===== src/tigerPkg.sv =====
package tigerPkg;

	localparam int regNumWidth = 5;
	localparam int controlWidth = 31;

	// control word layout, lsb positions
	localparam int ctlDestRegLsb = 0;   // 5 bits
	localparam int ctlBranchLsb = 5;    // 3 bits
	localparam int ctlAluOpLsb = 8;     // 5 bits
	localparam int ctlFlagsLsb = 13;    // 16 bits
	localparam int ctlDCacheFlush = 29;
	localparam int ctlICacheFlush = 30;

	// bit numbers inside the 16 flag bits, 13..15 reserved
	localparam int flagRegWrite = 0;
	localparam int flagMemRead = 1;
	localparam int flagMemWrite = 2;
	localparam int flagMemByte = 3;
	localparam int flagMemHalf = 4;
	localparam int flagMemSigned = 5;
	localparam int flagAluSrcImm = 6;
	localparam int flagImmZeroExt = 7;
	localparam int flagLink = 8;
	localparam int flagJumpReg = 9;
	localparam int flagCopRead = 10;
	localparam int flagCopWrite = 11;
	localparam int flagShiftImm = 12;

	typedef enum logic [4:0] {
		aluAdd, aluAddu, aluSub, aluSubu, aluAnd, aluOr, aluXor, aluNor,
		aluSlt, aluSltu, aluSll, aluSrl, aluSra, aluLui, aluPassB
	} aluOp_t;

	typedef enum logic [2:0] {
		brNone, brBeq, brBne, brBlez, brBgtz, brBltz, brBgez, brJump
	} branchType_t;

	// primary opcodes
	localparam logic [5:0] opSpecial = 6'h00;
	localparam logic [5:0] opRegImm = 6'h01;
	localparam logic [5:0] opJ = 6'h02;
	localparam logic [5:0] opJal = 6'h03;
	localparam logic [5:0] opBeq = 6'h04;
	localparam logic [5:0] opBne = 6'h05;
	localparam logic [5:0] opBlez = 6'h06;
	localparam logic [5:0] opBgtz = 6'h07;
	localparam logic [5:0] opAddiu = 6'h09;
	localparam logic [5:0] opSlti = 6'h0a;
	localparam logic [5:0] opAndi = 6'h0c;
	localparam logic [5:0] opOri = 6'h0d;
	localparam logic [5:0] opLui = 6'h0f;
	localparam logic [5:0] opCop0 = 6'h10;
	localparam logic [5:0] opLb = 6'h20;
	localparam logic [5:0] opLw = 6'h23;
	localparam logic [5:0] opSb = 6'h28;
	localparam logic [5:0] opSw = 6'h2b;

	// special function codes
	localparam logic [5:0] fnSll = 6'h00;
	localparam logic [5:0] fnSrl = 6'h02;
	localparam logic [5:0] fnSra = 6'h03;
	localparam logic [5:0] fnJr = 6'h08;
	localparam logic [5:0] fnJalr = 6'h09;
	localparam logic [5:0] fnSyscall = 6'h0c;
	localparam logic [5:0] fnBreak = 6'h0d;
	localparam logic [5:0] fnAdd = 6'h20;
	localparam logic [5:0] fnAddu = 6'h21;
	localparam logic [5:0] fnSub = 6'h22;
	localparam logic [5:0] fnSubu = 6'h23;
	localparam logic [5:0] fnAnd = 6'h24;
	localparam logic [5:0] fnOr = 6'h25;
	localparam logic [5:0] fnXor = 6'h26;
	localparam logic [5:0] fnNor = 6'h27;
	localparam logic [5:0] fnSlt = 6'h2a;
	localparam logic [5:0] fnSltu = 6'h2b;

	// cop0 rs field: move from / move to
	localparam logic [4:0] copMf = 5'd0;
	localparam logic [4:0] copMt = 5'd4;

	// cop0 register numbers
	localparam logic [4:0] copCause = 5'd0;
	localparam logic [4:0] copStatus = 5'd1;
	localparam logic [4:0] copEpc = 5'd2;
	localparam logic [4:0] copCacheCtl = 5'd3;

	localparam logic [3:0] causeSyscall = 4'd8;
	localparam logic [3:0] causeBreak = 4'd9;
	localparam logic [3:0] causeOther = 4'd15;

	localparam logic [31:0] resetPc = 32'h0000_0000;
	localparam logic [31:0] excVector = 32'h0000_0080;
	localparam logic [31:0] resetSp = 32'h0078_0000;   // initial $sp

endpackage


===== src/tigerDecoder.sv =====
`timescale 1ns/10ps

module tigerDecoder import tigerPkg::*; (
	input  logic [31:0]            instr,
	output logic [15:0]            controls,
	output aluOp_t                 aluOp,
	output branchType_t            branchType,
	output logic [regNumWidth-1:0] destReg
);

	logic [5:0] opcode;
	logic [5:0] funct;
	logic [4:0] rsField;
	logic [4:0] rtField;
	logic [4:0] rdField;

	assign opcode = instr[31:26];
	assign funct = instr[5:0];
	assign rsField = instr[25:21];   // also cop0 sub-op
	assign rtField = instr[20:16];
	assign rdField = instr[15:11];

	always_comb begin
		controls = '0;   // unknown opcode -> all zero
		aluOp = aluAdd;
		branchType = brNone;
		destReg = '0;
		case (opcode)
			opSpecial: begin
				case (funct)
					fnSll, fnSrl, fnSra: begin
						controls[flagRegWrite] = 1'b1;
						controls[flagShiftImm] = 1'b1;   // shamt field
						aluOp = (funct == fnSll) ? aluSll : (funct == fnSrl) ? aluSrl : aluSra;
						destReg = rdField;
					end
					fnJr: begin
						controls[flagJumpReg] = 1'b1;
						branchType = brJump;
					end
					fnJalr: begin
						controls[flagJumpReg] = 1'b1;
						controls[flagLink] = 1'b1;
						controls[flagRegWrite] = 1'b1;
						branchType = brJump;
						destReg = rdField;
					end
					fnAdd, fnAddu, fnSub, fnSubu, fnAnd, fnOr, fnXor, fnNor, fnSlt, fnSltu: begin
						controls[flagRegWrite] = 1'b1;
						destReg = rdField;
						case (funct)
							fnAdd: aluOp = aluAdd;
							fnAddu: aluOp = aluAddu;
							fnSub: aluOp = aluSub;
							fnSubu: aluOp = aluSubu;
							fnAnd: aluOp = aluAnd;
							fnOr: aluOp = aluOr;
							fnXor: aluOp = aluXor;
							fnNor: aluOp = aluNor;
							fnSlt: aluOp = aluSlt;
							default: aluOp = aluSltu;
						endcase
					end
					default: ;   // syscall/break handled in decode stage
				endcase
			end
			opRegImm: branchType = rtField[0] ? brBgez : brBltz;
			opJ: branchType = brJump;
			opJal: begin
				branchType = brJump;
				controls[flagLink] = 1'b1;
				controls[flagRegWrite] = 1'b1;
				destReg = 5'd31;   // $ra
			end
			opBeq: branchType = brBeq;
			opBne: branchType = brBne;
			opBlez: branchType = brBlez;
			opBgtz: branchType = brBgtz;
			opAddiu, opSlti, opAndi, opOri, opLui: begin
				controls[flagRegWrite] = 1'b1;
				controls[flagAluSrcImm] = 1'b1;
				controls[flagImmZeroExt] = (opcode == opAndi) || (opcode == opOri);
				destReg = rtField;
				case (opcode)
					opAddiu: aluOp = aluAddu;
					opSlti: aluOp = aluSlt;
					opAndi: aluOp = aluAnd;
					opOri: aluOp = aluOr;
					default: aluOp = aluLui;
				endcase
			end
			opCop0: begin
				aluOp = aluPassB;
				if (rsField == copMf) begin
					controls[flagCopRead] = 1'b1;   // mfc0 rt <- cop[rd]
					controls[flagRegWrite] = 1'b1;
					destReg = rtField;
				end else if (rsField == copMt) begin
					controls[flagCopWrite] = 1'b1;   // mtc0 cop[rd] <- rt
					destReg = rdField;
				end
			end
			opLw, opLb: begin
				controls[flagMemRead] = 1'b1;
				controls[flagRegWrite] = 1'b1;
				controls[flagAluSrcImm] = 1'b1;
				controls[flagMemByte] = (opcode == opLb);
				controls[flagMemSigned] = (opcode == opLb);   // lb sign extends
				destReg = rtField;
			end
			opSw, opSb: begin
				controls[flagMemWrite] = 1'b1;
				controls[flagAluSrcImm] = 1'b1;
				controls[flagMemByte] = (opcode == opSb);
			end
			default: ;
		endcase
	end

endmodule


===== src/tigerBranch.sv =====
`timescale 1ns/10ps

module tigerBranch import tigerPkg::*; (
	input  logic                    clk,
	input  logic                    reset,
	input  logic                    freeze,      // stall or clear
	input  logic                    exception,
	input  logic [31:0]             instr,
	input  logic [controlWidth-1:0] control,
	input  logic [31:0]             rs,          // bypassed operands
	input  logic [31:0]             rt,
	output logic [31:0]             branchOut,   // registered link address
	output logic [31:0]             epc,
	output logic                    branchDelay,
	output logic [31:0]             nextPc
);

	logic [31:0] pc;
	logic [31:0] pcPlus4;
	logic [31:0] pcPlus8;
	logic [31:0] branchOffset;
	logic [31:0] target;
	logic        taken;
	logic        jumpReg;
	logic        link;
	branchType_t brType;

	assign brType = branchType_t'(control[ctlBranchLsb +: 3]);
	assign jumpReg = control[ctlFlagsLsb + flagJumpReg];
	assign link = control[ctlFlagsLsb + flagLink];

	assign pcPlus4 = pc + 32'd4;
	assign pcPlus8 = pc + 32'd8;
	assign branchOffset = {{14{instr[15]}}, instr[15:0], 2'b00};

	// condition on bypassed rs/rt
	always_comb begin
		case (brType)
			brBeq: taken = (rs == rt);
			brBne: taken = (rs != rt);
			brBlez: taken = rs[31] || (rs == '0);
			brBgtz: taken = !rs[31] && (rs != '0);
			brBltz: taken = rs[31];
			brBgez: taken = !rs[31];
			brJump: taken = 1'b1;
			default: taken = 1'b0;
		endcase
	end

	always_comb begin
		if (jumpReg)
			target = rs;   // jr / jalr
		else if (brType == brJump)
			target = {pcPlus4[31:28], instr[25:0], 2'b00};
		else
			target = pcPlus4 + branchOffset;
	end

	assign nextPc = exception ? excVector : taken ? target : pcPlus4;

	// return address, back up onto the branch when in a delay slot
	assign epc = branchDelay ? pc - 32'd4 : pc;

	always_ff @(posedge clk) begin
		if (reset) begin
			pc <= resetPc;
			branchDelay <= 1'b0;
			branchOut <= '0;
		end else if (!freeze) begin
			pc <= nextPc;
			// vector fetch is never a delay slot
			branchDelay <= !exception && (brType != brNone);
			branchOut <= (link && !exception) ? pcPlus8 : '0;
		end
	end

endmodule


===== src/tigerDecode.sv =====
`timescale 1ns/10ps

module tigerDecode import tigerPkg::*; (
	input  logic                    clk,
	input  logic                    reset,
	input  logic                    stall,
	input  logic                    clear,
	input  logic                    irq,
	input  logic [5:0]              irqNumber,
	input  logic [31:0]             instr,
	input  logic                    writeRegEn,      // write-back strobe, gpr
	input  logic                    writeRegEnCop,   // write-back strobe, cop0
	input  logic [regNumWidth-1:0]  writeRegNum,
	input  logic [31:0]             writeRegData,
	output logic                    exception,
	output logic [controlWidth-1:0] controlDe,
	output logic [31:0]             instrEx,
	output logic [controlWidth-1:0] controlEx,
	output logic [31:0]             rsEx,
	output logic [31:0]             rtEx,
	output logic [31:0]             copOutEx,
	output logic [31:0]             branchOutEx,
	output logic [31:0]             nextPc
);

	logic [15:0]            controls;
	aluOp_t                 aluOp;
	branchType_t            branchType;
	logic [regNumWidth-1:0] destReg;
	logic [controlWidth-1:0] control;
	logic                   iCacheFlush;
	logic                   dCacheFlush;

	logic [31:0]            regFile [31:1];   // $0 not stored
	logic [regNumWidth-1:0] rsNum;
	logic [regNumWidth-1:0] rtNum;
	logic [regNumWidth-1:0] rdNum;
	logic [31:0]            rsVal;
	logic [31:0]            rtVal;

	logic [31:0] cause;
	logic [31:0] status;
	logic [31:0] epc;
	logic [31:0] epcDe;
	logic [31:0] copRead;
	logic [31:0] linkAddr;
	logic        branchDelay;
	logic        syscallDe;
	logic        breakDe;
	logic        irqTaken;
	logic        excTaken;
	logic [3:0]  excCode;

	tigerDecoder decoder (
		.instr(instr),
		.controls(controls),
		.aluOp(aluOp),
		.branchType(branchType),
		.destReg(destReg)
	);

	// flush requests come straight off the write-back bus
	assign iCacheFlush = writeRegEnCop && (writeRegNum == copCacheCtl) && writeRegData[0];
	assign dCacheFlush = writeRegEnCop && (writeRegNum == copCacheCtl) && writeRegData[1];

	assign control = {iCacheFlush, dCacheFlush, controls, aluOp, branchType, destReg};
	assign controlDe = control;

	assign rsNum = instr[25:21];
	assign rtNum = instr[20:16];
	assign rdNum = instr[15:11];

	// $0 reads zero, then forward a same-cycle write-back
	assign rsVal = (rsNum == '0) ? '0
		: (writeRegEn && writeRegNum == rsNum) ? writeRegData
		: regFile[rsNum];
	assign rtVal = (rtNum == '0) ? '0
		: (writeRegEn && writeRegNum == rtNum) ? writeRegData
		: regFile[rtNum];

	always_ff @(posedge clk) begin
		if (reset)
			regFile[29] <= resetSp;
		else if (writeRegEn && writeRegNum != '0)
			regFile[writeRegNum] <= writeRegData;   // writes ignore stall
	end

	assign syscallDe = (instr[31:26] == opSpecial) && (instr[5:0] == fnSyscall);
	assign breakDe = (instr[31:26] == opSpecial) && (instr[5:0] == fnBreak);
	assign irqTaken = irq && !status[0];   // status bit 0 masks irq
	assign exception = irqTaken || syscallDe || breakDe;
	assign excTaken = exception && !stall && !clear;

	assign excCode = breakDe ? causeBreak : syscallDe ? causeSyscall : causeOther;

	always_ff @(posedge clk) begin
		if (reset) begin
			cause <= '0;
			status <= '0;
			epc <= '0;
		end else begin
			if (writeRegEnCop && writeRegNum == copStatus)
				status <= writeRegData;
			if (excTaken) begin
				if (irqTaken)
					cause <= {branchDelay, 15'd0, irqNumber, 10'd0};
				else
					cause <= {branchDelay, 25'd0, excCode, 2'b00};
				status[0] <= 1'b1;   // mask further irqs
				epc <= epcDe;
			end
		end
	end

	// cop0 read port, rd selects
	always_comb begin
		case (rdNum)
			copCause: copRead = cause;
			copStatus: copRead = status;
			copEpc: copRead = epc;
			default: copRead = '0;
		endcase
	end

	// Ex pipeline register
	always_ff @(posedge clk) begin
		if (reset || (!stall && (clear || exception))) begin
			instrEx <= '0;
			controlEx <= '0;
			rsEx <= '0;
			rtEx <= '0;
			copOutEx <= '0;
		end else if (!stall) begin
			instrEx <= instr;
			controlEx <= control;
			rsEx <= rsVal;
			rtEx <= rtVal;
			copOutEx <= copRead;
		end
	end

	// link address only valid alongside a linking controlEx, zero after clear
	assign branchOutEx = controlEx[ctlFlagsLsb + flagLink] ? linkAddr : '0;

	tigerBranch branch (
		.clk(clk),
		.reset(reset),
		.freeze(stall || clear),
		.exception(exception),
		.instr(instr),
		.control(control),
		.rs(rsVal),
		.rt(rtVal),
		.branchOut(linkAddr),
		.epc(epcDe),
		.branchDelay(branchDelay),
		.nextPc(nextPc)
	);

endmodule


===== src/tigerFrontEnd.sv =====
`timescale 1ns/10ps

module tigerFrontEnd import tigerPkg::*; (
	input  logic                    clk,
	input  logic                    reset,
	input  logic                    stall,
	input  logic                    clear,
	input  logic                    irq,
	input  logic [5:0]              irqNumber,
	input  logic [31:0]             instr,
	input  logic                    writeRegEn,
	input  logic                    writeRegEnCop,
	input  logic [regNumWidth-1:0]  writeRegNum,
	input  logic [31:0]             writeRegData,
	output logic                    exception,
	output logic [controlWidth-1:0] controlDe,
	output logic [31:0]             instrEx,
	output logic [controlWidth-1:0] controlEx,
	output logic [31:0]             rsEx,
	output logic [31:0]             rtEx,
	output logic [31:0]             copOutEx,
	output logic [31:0]             branchOutEx,
	output logic [31:0]             nextPc
);

	// subsystem boundary, fetch and later stages sit outside
	tigerDecode decode (
		.clk(clk),
		.reset(reset),
		.stall(stall),
		.clear(clear),
		.irq(irq),
		.irqNumber(irqNumber),
		.instr(instr),
		.writeRegEn(writeRegEn),
		.writeRegEnCop(writeRegEnCop),
		.writeRegNum(writeRegNum),
		.writeRegData(writeRegData),
		.exception(exception),
		.controlDe(controlDe),
		.instrEx(instrEx),
		.controlEx(controlEx),
		.rsEx(rsEx),
		.rtEx(rtEx),
		.copOutEx(copOutEx),
		.branchOutEx(branchOutEx),
		.nextPc(nextPc)
	);

endmodule


===== config.mk =====
export PLATFORM = sky130hd
export DESIGN_NAME = tigerFrontEnd
export DESIGN_NICKNAME = d
export VERILOG_FILES = /design/src/tigerPkg.sv /design/src/tigerDecoder.sv /design/src/tigerBranch.sv /design/src/tigerDecode.sv /design/src/tigerFrontEnd.sv
export SDC_FILE = /design/constraint.sdc
export NUM_CORES = 2
export LEC_CHECK = 0
export BUFFER_PORTS_ARGS = -buffer_cell sky130_fd_sc_hd__buf_4
export CORE_MARGIN = 2
export CORE_UTILIZATION = 46
export CTS_BUF_LIST = sky130_fd_sc_hd__clkbuf_8
export CTS_CLUSTER_DIAMETER = 200
export DETAILED_ROUTE_END_ITERATION = 6
export MAX_ROUTING_LAYER = met4
export PLACE_DENSITY = 0.59
export SLEW_MARGIN = 10
export SYNTH_ARGS = -nofsm -noshare
export SYNTH_HDL_FRONTEND = slang
export SYNTH_SLANG_ARGS = --single-unit
export TNS_END_PERCENT = 50

===== constraint.sdc =====
create_clock -name clk -period 10.05 [get_ports clk]
set_input_delay 0 -clock clk [delete_from_list [all_inputs] [get_ports clk]]
set_output_delay 0 -clock clk [all_outputs]
set_load 0.01 [all_outputs]

== Word-level counts from Yosys, hierarchy flattened ==
Memories as Yosys holds them, arrays and structs flattened.
Cells that the tools add are included.

* $add $sub $neg: 4
* Equality and inequality tests: 49
* Muxes and demuxes: 57
* Reductions and logical operators: 50

{| class="wikitable"
|+ Operators by type and width
! kind !! number
|-
| two-way mux 32 bit || 12
|-
| one-hot mux 32 bit (3 select lines) || 1
|-
| equality test 6 bit, second input constant || 14
|-
| equality test 6 x 4 -> 1 bit, second input constant || 9
|-
| one-hot mux 4 bit (9 select lines) || 1
|-
| adder 32 x 3 -> 32 bit, second input constant || 1
|-
| adder 32 bit || 1
|-
| adder 32 x 4 -> 32 bit, second input constant || 1
|-
| equality test 32 bit || 1
|-
| logical NOT 32 bit || 1
|-
| inequality test 32 bit || 1
|-
| nonzero test 32 bit || 1
|-
| OR reduction 32 bit || 1
|-
| subtractor 32 x 3 -> 32 bit, second input constant || 1
|-
| equality test 6 x 2 -> 1 bit, second input constant || 4
|-
| equality test 6 x 3 -> 1 bit, second input constant || 4
|-
| two-way mux 1 bit || 22
|-
| one-hot mux 3 bit (7 select lines) || 1
|-
| two-way mux 5 bit || 4
|-
| one-hot mux 5 bit (4 select lines) || 1
|-
| logical AND 1 bit || 16
|-
| two-way mux 16 bit || 1
|-
| one-hot mux 4 bit (4 select lines) || 1
|-
| logical NOT 5 bit || 3
|-
| other kinds (31) || 57
|}

* Flip-flop bits (word level): 316
* Bits in writable memories: 992
* Bits of input ports: 82
* Output and inout port bits: 255
* Logic and storage cells: 173
* Memories: 1

{| class="wikitable"
|+ Memory list
! name !! depth !! width !! rd ports !! clocked after Yosys merged registers in !! wr ports !! line !! RTL
|-
| decode.regFile || 31 || 32 || 2 || 0 || 1 || tigerDecode.sv:34 || <nowiki>logic [31:0] regFile [31:1];</nowiki>
|}

== Logic depth before layout (Yosys ltp) ==
* Word-level depth: 9
* Gate-level depth with buffers: 22
* Depth with buffers taken out: 22

== Modules after synthesis ==
A second synthesis with hierarchy kept.

* Cell total of the unflattened synthesis: 4853
* Area total of the unflattened synthesis: 63517.2 µm²

{| class="wikitable"
|+ By module, submodules not included
! module !! times used !! cells an instance !! area each (µm²) !! sequential area each (µm²)
|-
| tigerDecode || 1 || 3753 || 55678.4 || 34453.0
|-
| tigerBranch || 1 || 997 || 7169.4 || 1301.2
|-
| tigerDecoder || 1 || 103 || 669.4 || 0.0
|}

== Worst setup path after synthesis ==
OpenSTA, ideal clock, no wires.

* Kind: reg-to-reg
* Start: register decode.branch.pc[5]
* End: register decode.branch.pc[31]
* Library setup time: 0.117 ns
* Data arrival time: 4.847 ns
* Data required time: 9.933 ns
* Path slack: 5.086 ns
* Stages on the path, launching flop included: 21
* Path buffers: 1
* Period minus slack after synthesis: 4.964 ns
* Cells stage by stage: dfxtp_1 -> clkbuf_1 -> nand3_1 -> nor4_1 -> nand2_1 -> nor3_1 -> xnor2_1 -> ha_1 -> nand2_1 -> o21ai_0 -> a2111oi_0 -> nor2_1 -> o31ai_1 -> o21ai_0 -> a2111o_1 -> and4_1 -> o21ai_0 -> mux2i_1 -> o21ai_0 -> o211ai_1 -> a22o_1

* Cells in the longest elaborated chain, start to end: 6

{| class="wikitable"
|+ Ends and longest elaborated chain
! what !! line !! RTL
|-
| start, declared || tigerBranch.sv:18 || <nowiki>logic [31:0] pc;</nowiki>
|-
| start signal, assigned || tigerBranch.sv:66 || <nowiki>pc <= resetPc;</nowiki>
|-
| start signal, assigned || tigerBranch.sv:70 || <nowiki>pc <= nextPc;</nowiki>
|-
| adder 32 x 3 -> 32 bit (*) || tigerBranch.sv:32 || <nowiki>assign pcPlus4 = pc + 32'd4;</nowiki>
|-
| adder 32 bit || tigerBranch.sv:56 || <nowiki>target = pcPlus4 + branchOffset;</nowiki>
|-
| two-way mux 32 bit || tigerBranch.sv:53 || <nowiki>else if (brType == brJump)</nowiki>
|-
| two-way mux 32 bit || tigerBranch.sv:51 || <nowiki>if (jumpReg)</nowiki>
|-
| two-way mux 32 bit (*) (2 in series) || tigerBranch.sv:59 || <nowiki>assign nextPc = exception ? excVector : taken ? target : pcPlus4;</nowiki>
|}

Every way passes the cells marked *; elsewhere a longest branch is shown, timed or not.
A chain may end at the register's enable or synchronous reset.

== Final worst setup path ==
* Start: input instr[24]
* End: output nextPc[17]

* Cells in the longest elaborated chain, start to end: 9
* Elaborated cells on any way between the ends: 17
* Classes of those cells: 3 x eq/ne; 6 x mux; 7 x reduce/logical; 1 x memory

{| class="wikitable"
|+ Ends and longest elaborated chain
! what !! line !! RTL
|-
| start, declared || tigerFrontEnd.sv:10 || <nowiki>input logic [31:0] instr,</nowiki>
|-
| parallel branches: the longest is 3 deep, another holds memory (31 x 32 bit) || n/a ||
|-
| two-way mux 32 bit (*) || tigerDecode.sv:74 || <nowiki>assign rsVal = (rsNum == '0) ? '0</nowiki>
|-
| nonzero test 32 bit (tied with other cells) || tigerBranch.sv:42 || <nowiki>brBgtz: taken = !rs[31] && (rs != '0);</nowiki>
|-
| logical AND 1 bit / logical OR 1 bit (equally long branches) || tigerBranch.sv:42, tigerBranch.sv:41 ||
|-
| one-hot mux 1 bit (7 select lines) || tigerBranch.sv:38 || <nowiki>case (brType)</nowiki>
|-
| two-way mux 32 bit (*) (2 in series) || tigerBranch.sv:59 ||
|-
| end, declared || tigerFrontEnd.sv:23 || <nowiki>output logic [31:0] nextPc</nowiki>
|}

Every way passes the cells marked *.

==> results.md <==
- Fmax: roughly 140 MHz
- Worst skew pair latency: 1.00 ns
- YS warnings: 0
- R2R setup slack: ~4.1 ns
- Crit path max fanout: 30
- Worst hold path type: input pin to register
- Setup repair after global routing missed its margin: no
- WHS Endpoint: decode.instrEx[11]$_SDFFE_PP0N_
- Fin crit share: 0.731
- Synth Area per Inst: 13.7 um2
- Initial core utilization: 0.464
- Synth area leader: edfxtp_1
- Max-slew violations: 0
- Overflow after GRT: 0
- Starting DRT DRC Count: approximately 6,300
- M1 GR Usage: 0.455
- FF-to-FF End: decode.branch.pc[31]$_SDFFE_PP0N_
- Xor and xnor area share after synthesis: 0.0204
- Gr busiest metal: met2
- Critical path required time: slightly above 10 ns
- Ys flop type: edfxtp_1
- Arr. time, crit path: between 7 and 8 ns
- Met3 GRT Util: 0.0844
- CTS resizes: 0
- Hold_sp: instr[11]
- Maximum VDD drop: 0.112 mV
- Final ANT Viol Nets: 0
- Post-synthesis adder-cell area fraction: 0.00787
- Number of global-route vias before repair: between 40,000 and 50,000
- Setup Crit Path Kind: input pin to output port
- Core area: 136,000 um2
- # H-tree levels: 4
- First drt pass iteration count: 6
- Lkg Pwr: between 0.02 and 0.025 uW
- Synth Register Bits: roughly 1,300
- Die area: 140,000 um2
- Post-synthesis instance total: roughly 4,600
- Dpl hpwl: 156 mm
- DP Worst Slack: 3.54 ns
- CTS Sinks: 1,285
- Number of synthesized flops with an enable pin: 992
- First-pass GRT wire length: 337 mm
- Largest family of logic cells by synthesized area: multiplexers
- Hold slack: ~0.090 ns
- Sum Neg Setup Slack: 0 ns
- Max-Cap Viols: 0
- Fillers: 11,175
- Final setup margin: 2.70 ns
- Largest net degree at the start of global routing: ~120
- Final hold vios: 0
- Die width: about 370 um
- Worst-path clk slew: approximately 0.06 ns
- Dpl cells: 6,443
- Slew HR: 0.127
- Outcome: finished clean
- Clock tree from TritonCTS: done
- Via count: 46,199
- Layout cells sized above 1: 0.244
- Unique masters post-synth: 83
- Grt met2 use: 0.519
- Most frequent cells in the layout: 992 x edfxtp_1, 474 x mux4_2, 454 x nor2_1
- GRT Resource Usage Total: 0.349
- Root Driver: clkbuf_8
- Simple-gate portion of the synthesized area: 0.0862
- Fin cells: a little over 7,000
- Syn-to-layout area delta: 17.0%
- Clk buf depth: 3
- Clock buffer count from CTS: 213
- Placement Rows: ~140
- Hold Path Stages: 4
- Slew @ Worst Pin: ~1.3 ns
- Post-synthesis cell area: approximately 63,000 um2
- Setup-failing EPs final: 0
- Register area share after synthesis: 0.566
- DR vias/cell: 6.51
- Yosys top cell area share: 0.473
- WL per Instance: about 34 um
- Residual DRC: 0
- Post-synth ARST share: 0
- GP Congestion: roughly 0.97
- Final wirelength: about 240 mm
- Fin util: 0.543
- Initial antenna violation count: 16
- Io pins: approximately 340
- Post-synthesis compound-gate area fraction: 0.0851
- Nets@finish: around 5,200
- Die span in y: between 300 and 400 um
- Clock Skews: about 0.051 ns
- Minimum clock period: between 7 and 8 ns
- Commonest non-fill, non-tap cell in the layout: edfxtp_1
- Worst setup EP type: output port
- Count of input and output buffers: 326
- Mux cell area share after synthesis: 0.202
- FF-to-FF path depth: 23
- Startpoint types: input pin
- Synth area leaders: edfxtp_1 47%, mux4_2 17%, dfxtp_1 9.3%
- PwrDens: between 150 and 200 nW/um2
- R2r startpoint: decode.branch.pc[2]$_SDFFE_PP0N_
[worst max-delay path: stages]
cell           delay [ns]
dlygate4sd3_1        0.52
buf_4                0.49
buf_4                0.49
clkinv_1             0.91
o211ai_1             0.79
nor3_1               0.27
a311oi_2             1.01
nand4_1              0.16
or4_1                0.63
o31ai_2              0.21
nand3b_1             0.19
or2_1                0.55
nor2_1               0.43
nand2_1              0.09
a21oi_1              0.29
buf_4                0.19
[cells by family (layout without fill, tap and decap cells)]
kind of cell	count (synthesis)	count (layout)
AND/OR/NAND/NOR	1187	1187
multiplexers	673	673
buffers and inverters	430	1115
flip-flops	1285	1285
XOR/XNOR	147	147
adder cells (fa/ha/maj)	39	39
AO/OA/AOI/OAI	832	832
other	1	33
[layout make-up]
type	instances	area, um2	share of cell area
multi-input combinational	2888	25600	0.348
clock buffer	226	3110	0.0422
sequential	1285	35700	0.484
timing repair buffer	681	5800	0.0788
inverter	43	161	0.00219
clock inverter	165	992	0.0135
antenna	23	57.6	0.000781
tap	1781	2230	0.0303
[synthesized netlist by cell type, types with 26 or more instances]
| cell type | n |
|---|---|
| clkbuf_1 | 229 |
| nor2_1 | 484 |
| buf_1 | 31 |
| nand3_1 | 74 |
| xnor2_1 | 86 |
| a21oi_1 | 239 |
| edfxtp_1 | 992 |
| buf_4 | 50 |
| a211oi_1 | 127 |
| o22ai_1 | 84 |
| o2111ai_1 | 26 |
| nor2b_1 | 29 |
| and3_1 | 28 |
| nand2_1 | 268 |
| and2_1 | 70 |
| nand2b_1 | 44 |
| a22oi_1 | 69 |
| inv_1 | 42 |
| mux2i_1 | 179 |
| buf_2 | 56 |
| o21ai_0 | 114 |
| dfxtp_1 | 293 |
| ha_1 | 38 |
| mux4_2 | 474 |
| xor2_1 | 61 |
| nor3_1 | 79 |
[state kept, by name, summed over array words and instances (netlist names), 26 cells and up]
| name | count |
|---|---|
| decode.branch.pc | 32 |
| decode.epc | 32 |
| decode.copOutEx | 32 |
| decode.rtEx | 32 |
| decode.controlEx | 26 |
| decode.regFile | 992 |
| decode.instrEx | 32 |
| decode.branch.branchOut | 32 |
| decode.rsEx | 32 |
| decode.status | 32 |
[report_power, final]
part | internal [uW] | switching, uW
registers | 5790 | 53.4
clock network | 2300 | 2260
logic | 443 | 810
total | 8530 | 3120
[metal layers]
metal  vias up  wire (um)
met4         0      11800
met1     23590      92700
met2      2957     110000
li1      19058          -
met5         -          0
met3       594      26000
[how the worst max path moves through the flow]
stage | startpoint | to | slack, ns
after floorplan | decode.branch.pc[5]$_SDFFE_PP0N_ | decode.branch.pc[31]$_SDFFE_PP0N_ | 5.09
after global placement | instr[23] | decode.branch.pc[4]$_SDFFE_PP0N_ | 3.60
after detailed placement | instr[24] | nextPc[12] | 3.54
after CTS | instr[23] | nextPc[4] | 2.99
after global routing | instr[24] | nextPc[17] | 2.62
final | instr[24] | nextPc[17] | 2.70
[stage by stage]
step                      instance area [um2]  power (uW)
final                                   73700       11700
after global routing                    73600       12000
after CTS                               73600       11700
after detailed placement                67100        7110
after global placement                  67100        7110
after floorplan                         63000        6620
[timing repair]
item / 4_1_cts / 5_1_grt
hold buffers: 235 / 0
setup buffers: 0 / 0
endpoints found under the hold margin: 1305 / 0
Power figures use the tool's default switching activity.
